--- src/verilog/sigdecode_pkg.sv ---
// ML-DSA signature z decoder
// Shared constants and types

package sigdecode_pkg;

    // Arithmetic constants
    localparam logic [22:0] mldsa_q = 23'd8380417;
    localparam int gamma1_log2 = 19;
    localparam int z_width = gamma1_log2 + 1;
    localparam int coef_width = 23;

    // Polynomial geometry
    localparam int n_coef = 256;
    localparam int n_pair = n_coef / 2;
    localparam int pair_index_width = 7;
    localparam int words_per_poly = n_coef * z_width / 32;

    // --------------------------------------------------
    // Wishbone word address map
    // --------------------------------------------------
    localparam int wb_adr_width = 9;
    localparam logic [8:0] adr_data = 9'h000;
    localparam logic [8:0] adr_ctrl = 9'h001;
    localparam logic [8:0] adr_coef_base = 9'h100;

    // Two packed z fields, z0 sits in the low bits
    typedef struct packed {
        logic [z_width-1:0] z1;
        logic [z_width-1:0] z0;
    } z_pair_t;

    // Two decoded coefficients, c0 sits in the low bits
    typedef struct packed {
        logic [coef_width-1:0] c1;
        logic [coef_width-1:0] c0;
    } coef_pair_t;

endpackage

--- src/verilog/z_bit_unpacker.sv ---
// Word to z field pair unpacker

`timescale 1ns/1ps

module z_bit_unpacker (
    input  logic                  clk,
    input  logic                  reset_n,
    input  logic                  clear_i,
    input  logic                  word_valid_i,
    input  logic [31:0]           word_i,
    output logic                  word_ready_o,
    output logic                  pair_valid_o,
    output sigdecode_pkg::z_pair_t pair_o
);

    // Little-endian bit buffer, bit 0 is the oldest bit of the stream
    logic [63:0] bit_buf_q;
    // Number of valid bits, 0 to 64
    logic [6:0]  count_q;

    logic        accept;
    logic        emit;
    logic [63:0] buf_shift;
    logic [6:0]  count_shift;

    // --------------------------------------------------
    // Handshake
    // --------------------------------------------------

    // A new word fits only while 32 bits or fewer are held
    assign word_ready_o = (count_q <= 7'd32);
    assign accept = word_valid_i && word_ready_o;

    // A full pair of 20-bit fields is ready in the low 40 bits
    assign emit = (count_q >= 7'd40);
    assign pair_valid_o = emit;
    assign pair_o = bit_buf_q[39:0];

    // --------------------------------------------------
    // Buffer update
    // --------------------------------------------------

    // Drop an emitted pair before any append in the same cycle
    always_comb begin
        if (emit) begin
            buf_shift   = bit_buf_q >> 40;
            count_shift = count_q - 7'd40;
        end else begin
            buf_shift   = bit_buf_q;
            count_shift = count_q;
        end
    end

    always_ff @(posedge clk) begin
        if (!reset_n || clear_i) begin
            // Clearing the bits too keeps the upper buffer zero for the OR below
            bit_buf_q <= '0;
            count_q   <= '0;
        end else if (accept) begin
            // New word lands right above the bits still waiting
            bit_buf_q <= buf_shift | ({32'b0, word_i} << count_shift);
            count_q   <= count_shift + 7'd32;
        end else begin
            bit_buf_q <= buf_shift;
            count_q   <= count_shift;
        end
    end

    // --------------------------------------------------
    // Checks
    // --------------------------------------------------

    // Word and pair sizes keep the fill bounded by the buffer size
    a_count_max : assert property (
        @(posedge clk) disable iff (!reset_n)
        count_q <= 7'd64
    );

    // Bus side must honor back-pressure
    a_no_push_when_full : assert property (
        @(posedge clk) disable iff (!reset_n)
        !(word_valid_i && !word_ready_o)
    );

endmodule
--- config.mk ---
export PLATFORM = sky130hd
export DESIGN_NAME = z_bit_unpacker
export DESIGN_NICKNAME = d
export VERILOG_FILES = /design/src/verilog/sigdecode_pkg.sv /design/src/verilog/z_bit_unpacker.sv
export SDC_FILE = /design/constraint.sdc
export NUM_CORES = 1
export LEC_CHECK = 0
export BUFFER_PORTS_ARGS = -buffer_cell sky130_fd_sc_hd__buf_2
export CAP_MARGIN = 20
export CORE_MARGIN = 5
export CORE_UTILIZATION = 50
export DETAILED_ROUTE_END_ITERATION = 7
export PLACE_DENSITY_LB_ADDON = 0.05
export SLEW_MARGIN = 20
export SYNTH_ARGS = -nofsm -noshare
export SYNTH_HDL_FRONTEND = slang
export SYNTH_SLANG_ARGS = --single-unit
--- constraint.sdc ---
create_clock -name clk -period 3.2 [get_ports clk]
set_input_delay 0.16 -clock clk [delete_from_list [all_inputs] [get_ports clk]]
set_output_delay 0.16 -clock clk [all_outputs]
set_load 0.03 [all_outputs]
==> qor.yml <==
status:
  status: "completed"
cts:
  clkTransAtPathRegs_ns: 0.09
  cts_resized: 0
  clock-root-buffer: "clkbuf_8"
  cts_max_level: 3
  cts_tree: "yes"
  numCtsBuffers: 9
  post-cts-setup-buffers: 0
  cts_buffer_depth: 2
  clock_sinks: 68
  clk_latency_ns: 0.35
  holdBufCountCts: 0
grt:
  grt_first_pass_wirelength_um: 24870
  grt_overflow: 0
  grt_max_degree: 60
  gr-usage-all-layers_pct: 28.90
  grt_pass1_vias: 4303
  antenna_found_initial: 0
critical_path:
  critPathTopFamily: "XOR/XNOR gates"
  cp-end-kind: "flip-flop"
  cp_slowest_cell: "xnor2_2"
  cp_num_buf_inv: 2
  cp_slowest_stage_delay_ns: 0.79
  worstPathRequired_ns: 3.41
  critPathMaxFanout: 17
  critPathKind: "reg -> reg"
  worstSetupStartpointType: "flip-flop"
  cp.arrival_ns: 3.12
  cp_cell_sequence: "clkinv_1 -> ha_1 -> nand2b_2 -> a21oi_4 -> xnor2_2 -> buf_4 -> mux2_1 -> a22oi_1 -> a31oi_1"
synthesis:
  synthXorXnorAreaFrac_pct: 0.5711
  yosys_warnings: 0
  yosysSeqAreaShare_pct: 31.07
  syn_nets: 602
  syn_inst: 564
  synth_top_family_by_area: "compound AO/OA/AOI/OAI gates"
  ys_dominant_reg_cell: "dfxtp_1"
  synth-simple-area-share_pct: 18.70
  synth_cell_types: 44
  synth.top_cell.area_share_pct: 31.07
  synth.avg_cell_area_um2: 7.769
  synthArstFlopShare_pct: 0
  synthTopCellsByCount: "nand2_1, dfxtp_1, a21oi_1"
  synth_largest_area_cell: "dfxtp_1"
  synth_area_mm2: 0.004382
  muxShareOfSynthArea_pct: 8.766
  synth_edf_count: 0
  ys_ff_latch: 68
  synthMostInstantiatedCell: "nand2_1"
  synth_compound_gate_area_share_pct: 29.58
  synthAdderAreaFrac_pct: 0.5711
  synth_area_leaders: "dfxtp_1, nand2_1, buf_4, a21oi_1, mux2i_1"
final_layout:
  seqCellArea_mm2: 0.001361
  multi_input_area_mm2: 0.002562
  fin_cells: 709
  drive_gt1_share_pct: 24.29
  area_delta_synth_final_pct: 10.54
  n_antenna_cell: 0
  final_nets: 634
  design_area_mm2: 0.004843
  n_fill_cell: 857
detailed_routing:
  routed-wl-met2_um: 7113
  maxUsedRoutingLayer: "met4"
  drtPass1Iterations: 7
  ant_nets: 0
  wirelength_um: 15790
  via_per_inst: 6.307
  vias: 4472
  wl_met3_um: 1426
  drc_errors: 0
  wl_met1_um: 6809
  wl_per_cell_um: 22.27
  drtIter0Drc: 396
timing:
  hold_viol: 0
  setup_viol: 0
  final.min_clock_period_ns: 2.908
  tns_ns: 0
  final-max-slew-violation-count: 0
  rsz0062_at_grt: "no"
  maxSlewHeadroom_pct: 31.73
  fmax_ghz: 0.3438
  tightest_slew_ns: 1.016
  finalClockSkew_ns: 0.01655
  fin_crit_sh_pct: 90.89
floorplanning:
  core-area_mm2: 0.008636
  dieHeight_um: 103.6
  start_util_pct: 50.74
  io_pins: 78
  rows: 34
  die_w_um: 103.6
  die_area_mm2: 0.01074
min_path:
  hold_path_class: "in -> reg"
placed_design:
  hpwlAfterDp_um: 10990
  dpl.cell_count: 692
  placed_cell_area_mm2: 0.004608
  port_buffers: 77
  routabilityCongestion: 0.9254
power_and_ir_drop:
  powerDensity_mw_per_mm2: 420.1
  vdd_drop_max_mv: 0.3103
  p_leak_nw: 1.788
job:
  max-cap-violations: 0
-- report_power, final --
group,internal [mW],switching (mW)
Combinational,0.108,0.224
Clock,0.443,0.378
Sequential,0.868,0.0133
-- cell usage in the layout (no fill, tap or decap), types with 10 or more instances in the layout --
| cell | synthesis | final |
|---|---|---|
| o21ai_1 | 14 | 14 |
| nand3_1 | 20 | 20 |
| a31oi_1 | 22 | 22 |
| nor2_1 | 14 | 14 |
| buf_2 | 7 | 77 |
| nor3_1 | 13 | 12 |
| nand2_1 | 122 | 122 |
| buf_4 | 41 | 21 |
| a21oi_1 | 51 | 51 |
| nand2b_1 | 11 | 10 |
| a21o_1 | 16 | 16 |
| a22oi_1 | 13 | 13 |
| dfxtp_1 | 68 | 68 |
| mux2_2 | 13 | 13 |
| mux2i_1 | 17 | 17 |
| a221oi_1 | 11 | 11 |
-- cell type report --
| type | instances | share of cell area (%) |
|---|---|---|
| tap | 108 | 2.790 |
| clock inverter | 7 | 2.041 |
| clock buffer | 9 | 2.557 |
| sequential | 68 | 28.11 |
| timing repair buffer | 98 | 11.21 |
| multi-input combinational | 414 | 52.91 |
| inverter | 5 | 0.3875 |
-- final timing paths --
path / startpoint / end / slack, ns / depth (start not counted)
max reg2reg: count_q[3] / bit_buf_q[42] / 0.29 / 9
min reg2reg: bit_buf_q[59] / bit_buf_q[59] / 0.45 / 2
min: word_i[24] / bit_buf_q[40] / 0.15 / 3
max: count_q[3] / bit_buf_q[42] / 0.29 / 9
-- cells by family after synthesis --
| logic type | after synthesis |
|---|---|
| buffers and inverters | 82 |
| AOI/OAI and AO/OA | 184 |
| xor gates and xnor gates | 2 |
| and+or+nand+nor | 190 |
| DFF | 68 |
| adders and majority gates | 2 |
| muxes | 36 |
-- worst register-to-register path, cell delays in order (launching register included) --
cell and delay (ns):
dfxtp_1 0.40, clkinv_1 0.11, ha_1 0.31, nand2b_2 0.15, a21oi_4 0.08, xnor2_2 0.79, buf_4 0.32, mux2_1 0.36
a22oi_1 0.15, a31oi_1 0.10
-- stage by stage --
step           setup WS [ns]  util, %  hold WS, ns  power (mW)
2_1_floorplan         0.6981        -       0.3104       1.114
3_3_place_gp          0.3382    53.30       0.4350       1.223
3_5_place_dp          0.3263    53.36       0.4405       1.225
4_1_cts               0.2935    55.94       0.1289       2.037
5_1_grt              0.06961    56.09       0.1304       2.114
6_report              0.2915    56.09       0.1496       2.035
-- per-layer routing --
metal | vias up | global-route usage (%)
met5 | - | 0
met4 | 0 | 10.40
met3 | 30 | 6.654
met2 | 223 | 44.26
met1 | 2131 | 39.58
li1 | 2088 | -
-- sequential cells by signal, indices dropped and copies added (netlist names) --
signal and count:
count_q 4, bit_buf_q 64
Note: power is estimated with default switching activity, not from simulation.
