`src/verilog/sigdecode_pkg.sv`:
```
// ML-DSA signature z decoder
// Shared constants and types

package sigdecode_pkg;

    // Arithmetic constants
    localparam logic [22:0] mldsa_q = 23'd8380417;
    localparam int gamma1_log2 = 19;
    localparam int z_width = gamma1_log2 + 1;
    localparam int coef_width = 23;

    // Polynomial geometry
    localparam int n_coef = 256;
    localparam int n_pair = n_coef / 2;
    localparam int pair_index_width = 7;
    localparam int words_per_poly = n_coef * z_width / 32;

    // --------------------------------------------------
    // Wishbone word address map
    // --------------------------------------------------
    localparam int wb_adr_width = 9;
    localparam logic [8:0] adr_data = 9'h000;
    localparam logic [8:0] adr_ctrl = 9'h001;
    localparam logic [8:0] adr_coef_base = 9'h100;

    // Two packed z fields, z0 sits in the low bits
    typedef struct packed {
        logic [z_width-1:0] z1;
        logic [z_width-1:0] z0;
    } z_pair_t;

    // Two decoded coefficients, c0 sits in the low bits
    typedef struct packed {
        logic [coef_width-1:0] c1;
        logic [coef_width-1:0] c0;
    } coef_pair_t;

endpackage

```
`src/verilog/sigdecode_z_poly.sv`:
```
// z polynomial decode lanes

`timescale 1ns/1ps

module sigdecode_z_poly (
    input  logic                      clk,
    input  logic                      reset_n,
    input  logic                      zeroize_i,
    input  logic                      clear_i,
    input  logic                      pair_valid_i,
    input  sigdecode_pkg::z_pair_t    pair_i,
    output logic                      ram_we_o,
    output logic [6:0]                ram_waddr_o,
    output sigdecode_pkg::coef_pair_t ram_wdata_o,
    output logic                      done_o
);

    logic        flush;
    logic        accept;
    logic        valid_q;
    logic [sigdecode_pkg::pair_index_width-1:0] index_q;
    logic        done_q;
    logic        last_write;
    logic [22:0] coef0;
    logic [22:0] coef1;

    // Zeroize and clear both return the block to idle
    assign flush = zeroize_i | clear_i;

    // --------------------------------------------------
    // Decode lanes
    // --------------------------------------------------

    // Lane 0 handles the lower coefficient of each pair
    sigdecode_z_unit i_lane0 (
        .clk       (clk),
        .reset_n   (reset_n),
        .zeroize_i (flush),
        .data_i    (pair_i.z0),
        .data_o    (coef0)
    );

    // Lane 1 handles the upper coefficient
    sigdecode_z_unit i_lane1 (
        .clk       (clk),
        .reset_n   (reset_n),
        .zeroize_i (flush),
        .data_i    (pair_i.z1),
        .data_o    (coef1)
    );

    // --------------------------------------------------
    // Write sequencing
    // --------------------------------------------------

    // The 128th pair in flight already counts as done, so later pairs drop
    assign accept = pair_valid_i && !done_o;
    assign last_write = valid_q && (index_q == 7'(sigdecode_pkg::n_pair - 1));
    assign done_o = done_q | last_write;

    always_ff @(posedge clk) begin
        if (!reset_n || flush) begin
            valid_q <= 1'b0;
            index_q <= '0;
            done_q  <= 1'b0;
        end else begin
            // Valid follows the one cycle latency of the lanes
            valid_q <= accept;
            if (valid_q) begin
                index_q <= index_q + 7'd1;
            end
            if (last_write) begin
                done_q <= 1'b1;
            end
        end
    end

    assign ram_we_o = valid_q;
    assign ram_waddr_o = index_q;
    assign ram_wdata_o = '{c1: coef1, c0: coef0};

    // Nothing may overwrite a finished polynomial
    a_no_write_after_done : assert property (
        @(posedge clk) disable iff (!reset_n)
        ram_we_o |-> !done_q
    );

endmodule

```
`src/verilog/sigdecode_z_unit.sv`:
```
// z coefficient arithmetic unit

`timescale 1ns/1ps

module sigdecode_z_unit (
    input  logic        clk,
    input  logic        reset_n,
    input  logic        zeroize_i,
    input  logic [19:0] data_i,
    output logic [22:0] data_o
);

    // First stage operands and sum
    logic [22:0] opa;
    logic [22:0] opb;
    logic [22:0] sum0;
    logic        carry0;

    // Registered first stage and second adder
    logic [22:0] sum0_q;
    logic        carry0_q;
    logic [22:0] sum1;

    // Constant operand is gamma1 = 2^19
    always_comb begin
        opa = '0;
        opa[sigdecode_pkg::gamma1_log2] = 1'b1;
    end

    // Subtraction by inverting z and adding a carry-in of one
    assign opb = ~{{(sigdecode_pkg::coef_width - sigdecode_pkg::z_width){1'b0}}, data_i};

    // Carry out set means gamma1 - z did not borrow
    assign {carry0, sum0} = {1'b0, opa} + {1'b0, opb} + 24'd1;

    always_ff @(posedge clk) begin
        if (!reset_n || zeroize_i) begin
            sum0_q   <= '0;
            // Cleared state stands for a non-negative zero difference
            carry0_q <= 1'b1;
        end else begin
            sum0_q   <= sum0;
            carry0_q <= carry0;
        end
    end

    // Second adder wraps a negative difference back into 0..q-1
    assign sum1 = sum0_q + sigdecode_pkg::mldsa_q;

    assign data_o = carry0_q ? sum0_q : sum1;

    // Every decoded coefficient is a proper residue mod q
    a_result_below_q : assert property (
        @(posedge clk) disable iff (!reset_n)
        $past(reset_n) |-> (data_o < sigdecode_pkg::mldsa_q)
    );

endmodule

```
`config.mk`:
```
export PLATFORM = sky130hd
export DESIGN_NAME = sigdecode_z_poly
export DESIGN_NICKNAME = d
export VERILOG_FILES = /design/src/verilog/sigdecode_pkg.sv /design/src/verilog/sigdecode_z_poly.sv /design/src/verilog/sigdecode_z_unit.sv
export SDC_FILE = /design/constraint.sdc
export NUM_CORES = 1
export LEC_CHECK = 0
export BUFFER_PORTS_ARGS = -buffer_cell sky130_fd_sc_hd__clkbuf_2
export CAP_MARGIN = 25
export CORE_MARGIN = 2
export CORE_UTILIZATION = 55
export CTS_BUF_LIST = sky130_fd_sc_hd__clkbuf_16
export CTS_CLUSTER_DIAMETER = 100
export CTS_CLUSTER_SIZE = 40
export DETAILED_ROUTE_END_ITERATION = 8
export PLACE_DENSITY = 0.93
export SETUP_SLACK_MARGIN = 0.2
export SLEW_MARGIN = 20
export SYNTH_ARGS = -nofsm -noshare
export SYNTH_HDL_FRONTEND = slang
export SYNTH_HIERARCHICAL = 1
export SYNTH_SLANG_ARGS = --single-unit
```
`constraint.sdc`:
```
create_clock -name clk -period 3.35 [get_ports clk]
set_input_delay 0.335 -clock clk [delete_from_list [all_inputs] [get_ports clk]]
set_output_delay 0.335 -clock clk [all_outputs]
set_load 0.1 [all_outputs]
```
==> results of run 1 <==
## cell families (layout without fill, tap and decap cells)
| logic type | count (synthesis) | in the layout | synth area share [%] |
|---|---|---|---|
| flops | 57 | 57 | 33.6 |
| compound gates | 34 | 34 | 7.18 |
| simple gates | 212 | 212 | 36.1 |
| mux | 3 | 3 | 0.958 |
| fa+ha+maj | 5 | 5 | 1.84 |
| buf+inv | 23 | 128 | 2.80 |
| xor+xnor | 68 | 68 | 17.5 |
## critical path, delay by kind of cell (launching register included)
family / cells / cell delay [ns]
buffers and inverters: 1 / 0.48
XOR/XNOR: 1 / 0.19
flip-flops: 1 / 0.41
AND/OR/NAND/NOR: 3 / 1.16
## power by group through the flow
stage | sequential, W | clock [W] | combinational (W)
global placement | 0.000728 | 0 | 0.000331
floorplan | 0.000725 | 0 | 0.000253
finish | 0.000716 | 0.000946 | 0.000341
CTS | 0.000715 | 0.000965 | 0.000340
global route | 0.000718 | 0.000986 | 0.000359
detailed placement | 0.000729 | 0 | 0.000337
## worst max path at each step
stage               slack [ns]  cells past startpoint              end               from
global route              0.34                      5  ram_wdata_o[17]  i_lane0/sum0_q[6]
finish                    0.46                      5  ram_wdata_o[21]  i_lane0/sum0_q[6]
global placement          0.99                      5  ram_wdata_o[17]  i_lane0/sum0_q[6]
detailed placement        0.84                      5  ram_wdata_o[21]  i_lane0/sum0_q[6]
CTS                       0.46                      5  ram_wdata_o[21]  i_lane0/sum0_q[6]
floorplan                 0.32                      5  ram_wdata_o[22]   i_lane0/carry0_q
## flip-flops by register name, summed over array words and instances, names as in the netlist
| signal | flops |
|---|---|
| ram_waddr_o | 7 |
| i_lane0/carry0_q | 1 |
| done_q | 1 |
| i_lane0/sum0_q | 23 |
| ram_we_o | 1 |
| i_lane1/carry0_q | 1 |
| i_lane1/sum0_q | 23 |
## routing by layer
layer  track usage (%)  up-vias  part of all wire (%)  wire (um)
met2              46.1      145                    50       4270
met1              28.6     1538                    40       3400
met3              5.98       18                   7.2        608
li1                  -     1631                     -          -
met4              11.0        0                   2.2        182
met5                 0        -                     0          0
## area by class of cell
cell class                 count  area (um^2)
clock inverter                 7         86.3
tap                           75         93.8
timing repair buffer          99          495
multi-input combinational    322         2160
inverter                      13         48.8
fill                         462         1700
sequential                    57         1140
clock buffer                   9          225
## Yosys cell counts (4+ instances only)
cell	count
a21oi_1	6
and3_1	5
buf_2	4
clkbuf_1	4
dfxtp_1	57
ha_1	5
inv_1	13
nand2_1	25
nand2b_1	7
nand3_1	13
nand3b_1	4
nand4_1	16
nor2_1	57
nor2b_1	4
nor3_1	26
nor4_1	10
nor4_2	4
o21ai_0	9
o31ai_1	4
or3_1	6
xnor2_1	36
xor2_1	32
## metrics by stage
step	total power, W	std cells	setup slack, ns	cell area (um^2)	utilization, %
2_1_floorplan	0.000978	402	0.318	3400	-
3_3_place_gp	0.00106	566	0.987	3940	66.2
3_5_place_dp	0.00107	566	0.838	3940	66.2
4_1_cts	0.00202	582	0.463	4250	71.4
5_1_grt	0.00206	582	0.343	4250	71.4
6_report	0.00200	582	0.463	4250	71.4
==> out/summary.txt, run 1 <==
nets = 552
row count = 28
total vias in the final route = 3,332
register area share after synthesis = 33.6%
Comb pwr share = 17.0%
Post-CTS Setup Inserts = 0
core area = 0.00596 mm^2
CTS Buffer Depth = 2
number of synthesized flops with an enable pin = 0
Psw = 0.000585 W
Yosys reg bits = 57
endpoints failing setup = 0
Root Buffer = clkbuf_16
Leakage = 1.87 nW
GPL Wtd Cong = 0.857
Max Fclk = 0.346 GHz
Cell variety after synth = 55
most frequent cells in the layout = clkbuf_2, nor2_1, dfxtp_1
CP dominant cell by count = nor4_1
skew final = 0.00334 ns
P&R area growth vs syn = 25.2%
clock share of power = 47.2%
initial antenna violation count = 0
fin crit share = 86.2%
top_reg_cell synth = dfxtp_1
RR Endpoint = ram_waddr_o[6]
worst r2r path cells = 4
status = complete, no violations
CP cell instances = nand4_1, nor4_1, nor4_1, xor2_1, clkbuf_2
share of power burned in registers = 35.7%
gate count after technology mapping = 402
headroom to the max-slew limit = 50.4%
data required time of the critical path = 3.01 ns
ys async rst share = 0%
global route overflow = 0
Post-Syn Nets = 452
critical path type = flip-flop to primary output
GRT Util Overall = 25.5%
Ys Warns = 6
hold path cells = 2
CTS H-Tree Depth = 3
Worst R2R Setup Slack = 2.10 ns
CTS Hold Bufs = 0
clock-pin transition on the worst setup and hold timing paths = 0.05 ns
largest net degree at the start of global routing = 20
switching share of power = 29.2%
Sink Count = 57
die height = 82.6 um
post-DP HPWL = 6.32 mm
1st-iter DRT viols = 152
hold path start = pair_valid_i
crit path time final = 2.89 ns
fraction of layout cells with a size suffix above 1 = 27.4%
slowest CP cell = nor4_1
die width = 82.6 um
Die ar. = 0.00682 mm^2
Via-to-Cell Ratio = 5.73
worst vdd ir = 453 uV
clk_lat worst skew = 0.32 ns
crit path capture type = primary output
post-synthesis cell area = 0.00340 mm^2
commonest non-fill, non-tap cell in the layout = clkbuf_2
Initial Util = 57.0%
post-route ant nets = 0
CP peak stage delay = 0.71 ns
Pre-antenna DRT Iters = 5
CP Launch Type = flip-flop
Hold Path Sink = ram_we_o
Setup TNS Final = 0 ns
RSZ-0062 raised after global routing = false
Num CTS Buffers = 9
Mean Syn Cell Area = 8.45 um^2
DRC violations left = 0
I/O Buffers = 99
Worst-Margin Slew = 0.743 ns
max-cap violations = 0
synth top area cells = dfxtp_1, xnor2_1, xor2_1
worst hold margin = 0.236 ns
Routed WL = 8.46 mm
CP Data Arrival Time = 2.55 ns
CTS tree = yes
R2R Path Start = ram_waddr_o[0]
Resize count post-CTS = 0
Max Slew Vio Count = 0
Internal Pwr Total = 0.00142 W
Synth top area share = 33.6%
Final Hold Vio Count = 0
ANT cells = 0
vias in the first global route = 2,944
WL/cell = 14.5 um
Power Density = 471 mW/mm^2
I/O pin count = 100
crit path max fanout = 6
cell taking the most area after synthesis = dfxtp_1
first-pass GRT wire length = 13.2 mm
hold crit path type = input pin to flip-flop
Power figures use the tool's default switching activity.
==> run 2: changes to the inputs <==
Settings changed: CORE_ASPECT_RATIO set to 0.7.
Clock period 3.35 ns to 3.4 ns, I/O delays scaled along.
==> run 2 against run 1 <==
Against the previous run: non-clock buffer count is the same; register-to-register slack barely moved; utilization grew 0.83 points; die area grew 0.14%; clock-buffer cell count is the same; via count is 0.33% lower; wire length up 4.9%; worst setup slack gained 0.18 ns; critical path type unchanged; largest cell class unchanged; highest routed layer unchanged.
==> out/summary.txt, run 2 (synthesized netlist as in run 1, its figures left out) <==
most frequent cells in the layout = clkbuf_2, nor2_1, dfxtp_1
WL/cell = 15.2 um (+4.9%)
post-route ant nets = 0 (unchanged)
CP Data Arrival Time = 2.42 ns (-0.13 ns)
headroom to the max-slew limit = 50.5% (+0.066 points)
total power = 0.00188 W (-5.9%)
Sink Count = 57 (unchanged)
CTS H-Tree Depth = 3 (unchanged)
share of power burned in registers = 37.5% (+1.8 points)
GR Util met2 = 43.5% (-2.7 points)
hold crit path type = input pin to flip-flop
clock share of power = 44.5% (-2.7 points)
worst vdd ir = 271 uV (-40%)
I/O Buffers = 99 (unchanged)
1st-iter DRT viols = 153 (+0.66%)
Pre-antenna DRT Iters = 4 (-1)
Power Density = 447 mW/mm^2 (-5.2%)
Comb pwr share = 17.9% (+0.9 points)
vias in the first global route = 3,055 (+3.8%)
fin crit share = 81.1%
final core utilization = 72.2% (+0.83 points)
RSZ-0062 raised after global routing = false
met3 usage = 6.75% (+0.78 points)
Via-to-Cell Ratio = 5.71 (-0.33%)
clk_lat worst skew = 0.32 ns (about the same)
CTS Hold Bufs = 0 (unchanged)
pre-CTS WS = 0.982 ns (+0.144 ns)
nets = 552 (unchanged)
fraction of layout cells with a size suffix above 1 = 27.0% (-0.39 points)
endpoints failing setup = 0 (unchanged)
P&R area growth vs syn = 24.2%
status = complete, no violations
Setup TNS Final = 0 ns (unchanged)
Post-CTS Setup Inserts = 0 (unchanged)
final setup margin = 0.642 ns (+0.179 ns)
CTS tree = yes
Internal Pwr Total = 0.00132 W (-7.2%)
crit path capture type = primary output
crit path time final = 2.76 ns
commonest non-fill, non-tap cell in the layout = clkbuf_2
initial antenna violation count = 0 (unchanged)
row count = 23 (-18%)
GPL Wtd Cong = 0.909 (+6.1%)
Initial Util = 58.1% (+1.1 points)
data required time of the critical path = 3.06 ns (+0.05 ns)
GRT busiest layer = met2
skew final = 0.00165 ns (-0.00169 ns)
total vias in the final route = 3,321 (-0.33%)
first-pass GRT wire length = 14.3 mm (+8.8%)
Leakage = 1.87 nW (-0.19%)
max-cap violations = 0 (unchanged)
GRT met1 Usage = 32.7% (+4.1 points)
switching share of power = 30.2% (+0.95 points)
GRT Util Overall = 25.9% (+0.31 points)
DRC violations left = 0 (unchanged)
Worst-Margin Slew = 0.743 ns (+0.000541 ns)
Num CTS Buffers = 9 (unchanged)
Routed WL = 8.87 mm (+4.9%)
post-DP HPWL = 6.72 mm (+6.4%)
CP Launch Type = flip-flop
Resize count post-CTS = 0 (unchanged)
I/O pin count = 100 (unchanged)
CTS Buffer Depth = 2 (unchanged)
Max Fclk = 0.363 GHz
Psw = 0.000568 W (-2.9%)
ANT cells = 0 (unchanged)
core area = 0.00584 mm^2 (-1.9%)
largest net degree at the start of global routing = 20 (unchanged)
Max Slew Vio Count = 0 (unchanged)
Die ar. = 0.00683 mm^2 (+0.14%)
Final Hold Vio Count = 0 (unchanged)
die height = 69.8 um (-16%)
global route overflow = 0 (unchanged)
Root Buffer = clkbuf_16
critical path type = flip-flop to primary output
die width = 97.9 um (+19%)
clock-pin transition on the worst setup and hold timing paths = 0.05 ns (about the same)
crit path max fanout = 6 (unchanged)
## run 2: changes by cell type in the layout (fill, tap and decap cells not counted)
cell | previous run | this run
clkinvlp_4 | 2 | 0
bufinv_16 | 2 | 1
clkinv_1 | 2 | 3
clkinv_2 | 0 | 1
inv_1 | 14 | 15
## run 2: cell type report
type / count / area [um^2]
Inverter: 13 / 48.8
Fill cell: 438 / 1620
Clock buffer: 9 / 225
Multi-Input combinational cell: 322 / 2160
Tap cell: 75 / 93.8
Clock inverter: 7 / 53.8
Timing Repair Buffer: 99 / 495
Sequential cell: 57 / 1140
## run 2: routing by layer
metal  share of wire (%)  vias to the layer above  routed length [um]
li1                    -                     1623                   -
met1                  44                     1563                3880
met2                  48                      121                4290
met3                 6.7                       14                 591
met4                 1.2                        0                 110
met5                   0                        -                   0
## run 2: stage by stage
step                cells  area [um^2]  hold WS [ns]
floorplan             402         3400         0.438
global route          582         4220         0.252
global placement      566         3940         0.494
finish                582         4220         0.256
detailed placement    566         3940         0.520
CTS                   582         4220         0.253
## run 2: worst max-delay path: stages, from the launching register on
cell      delay (ns)
dfxtp_1         0.39
nand4_1         0.28
nor4_1          0.65
nor4_1          0.14
xor2_1          0.16
clkbuf_2        0.47
## run 2: power groups by stage
stage | logic, W | clock network (W) | registers [W]
2_1_floorplan | 0.000249 | 0 | 0.000714
3_3_place_gp | 0.000326 | 0 | 0.000718
3_5_place_dp | 0.000333 | 0 | 0.000719
4_1_cts | 0.000336 | 0.000846 | 0.000706
5_1_grt | 0.000353 | 0.000884 | 0.000708
6_report | 0.000338 | 0.000840 | 0.000707
## run 2: path summary, 6_finish.rpt
| path | startpoint | end | slack, ns | cells after the start |
|---|---|---|---|---|
| worst min register to register | ram_waddr_o[6] | ram_waddr_o[6] | 0.53 | 2 |
| worst min-delay path | pair_valid_i | ram_we_o | 0.26 | 2 |
| worst max register to register | ram_we_o | ram_waddr_o[6] | 2.10 | 3 |
| worst max-delay path | i_lane0/sum0_q[6] | ram_wdata_o[21] | 0.64 | 5 |
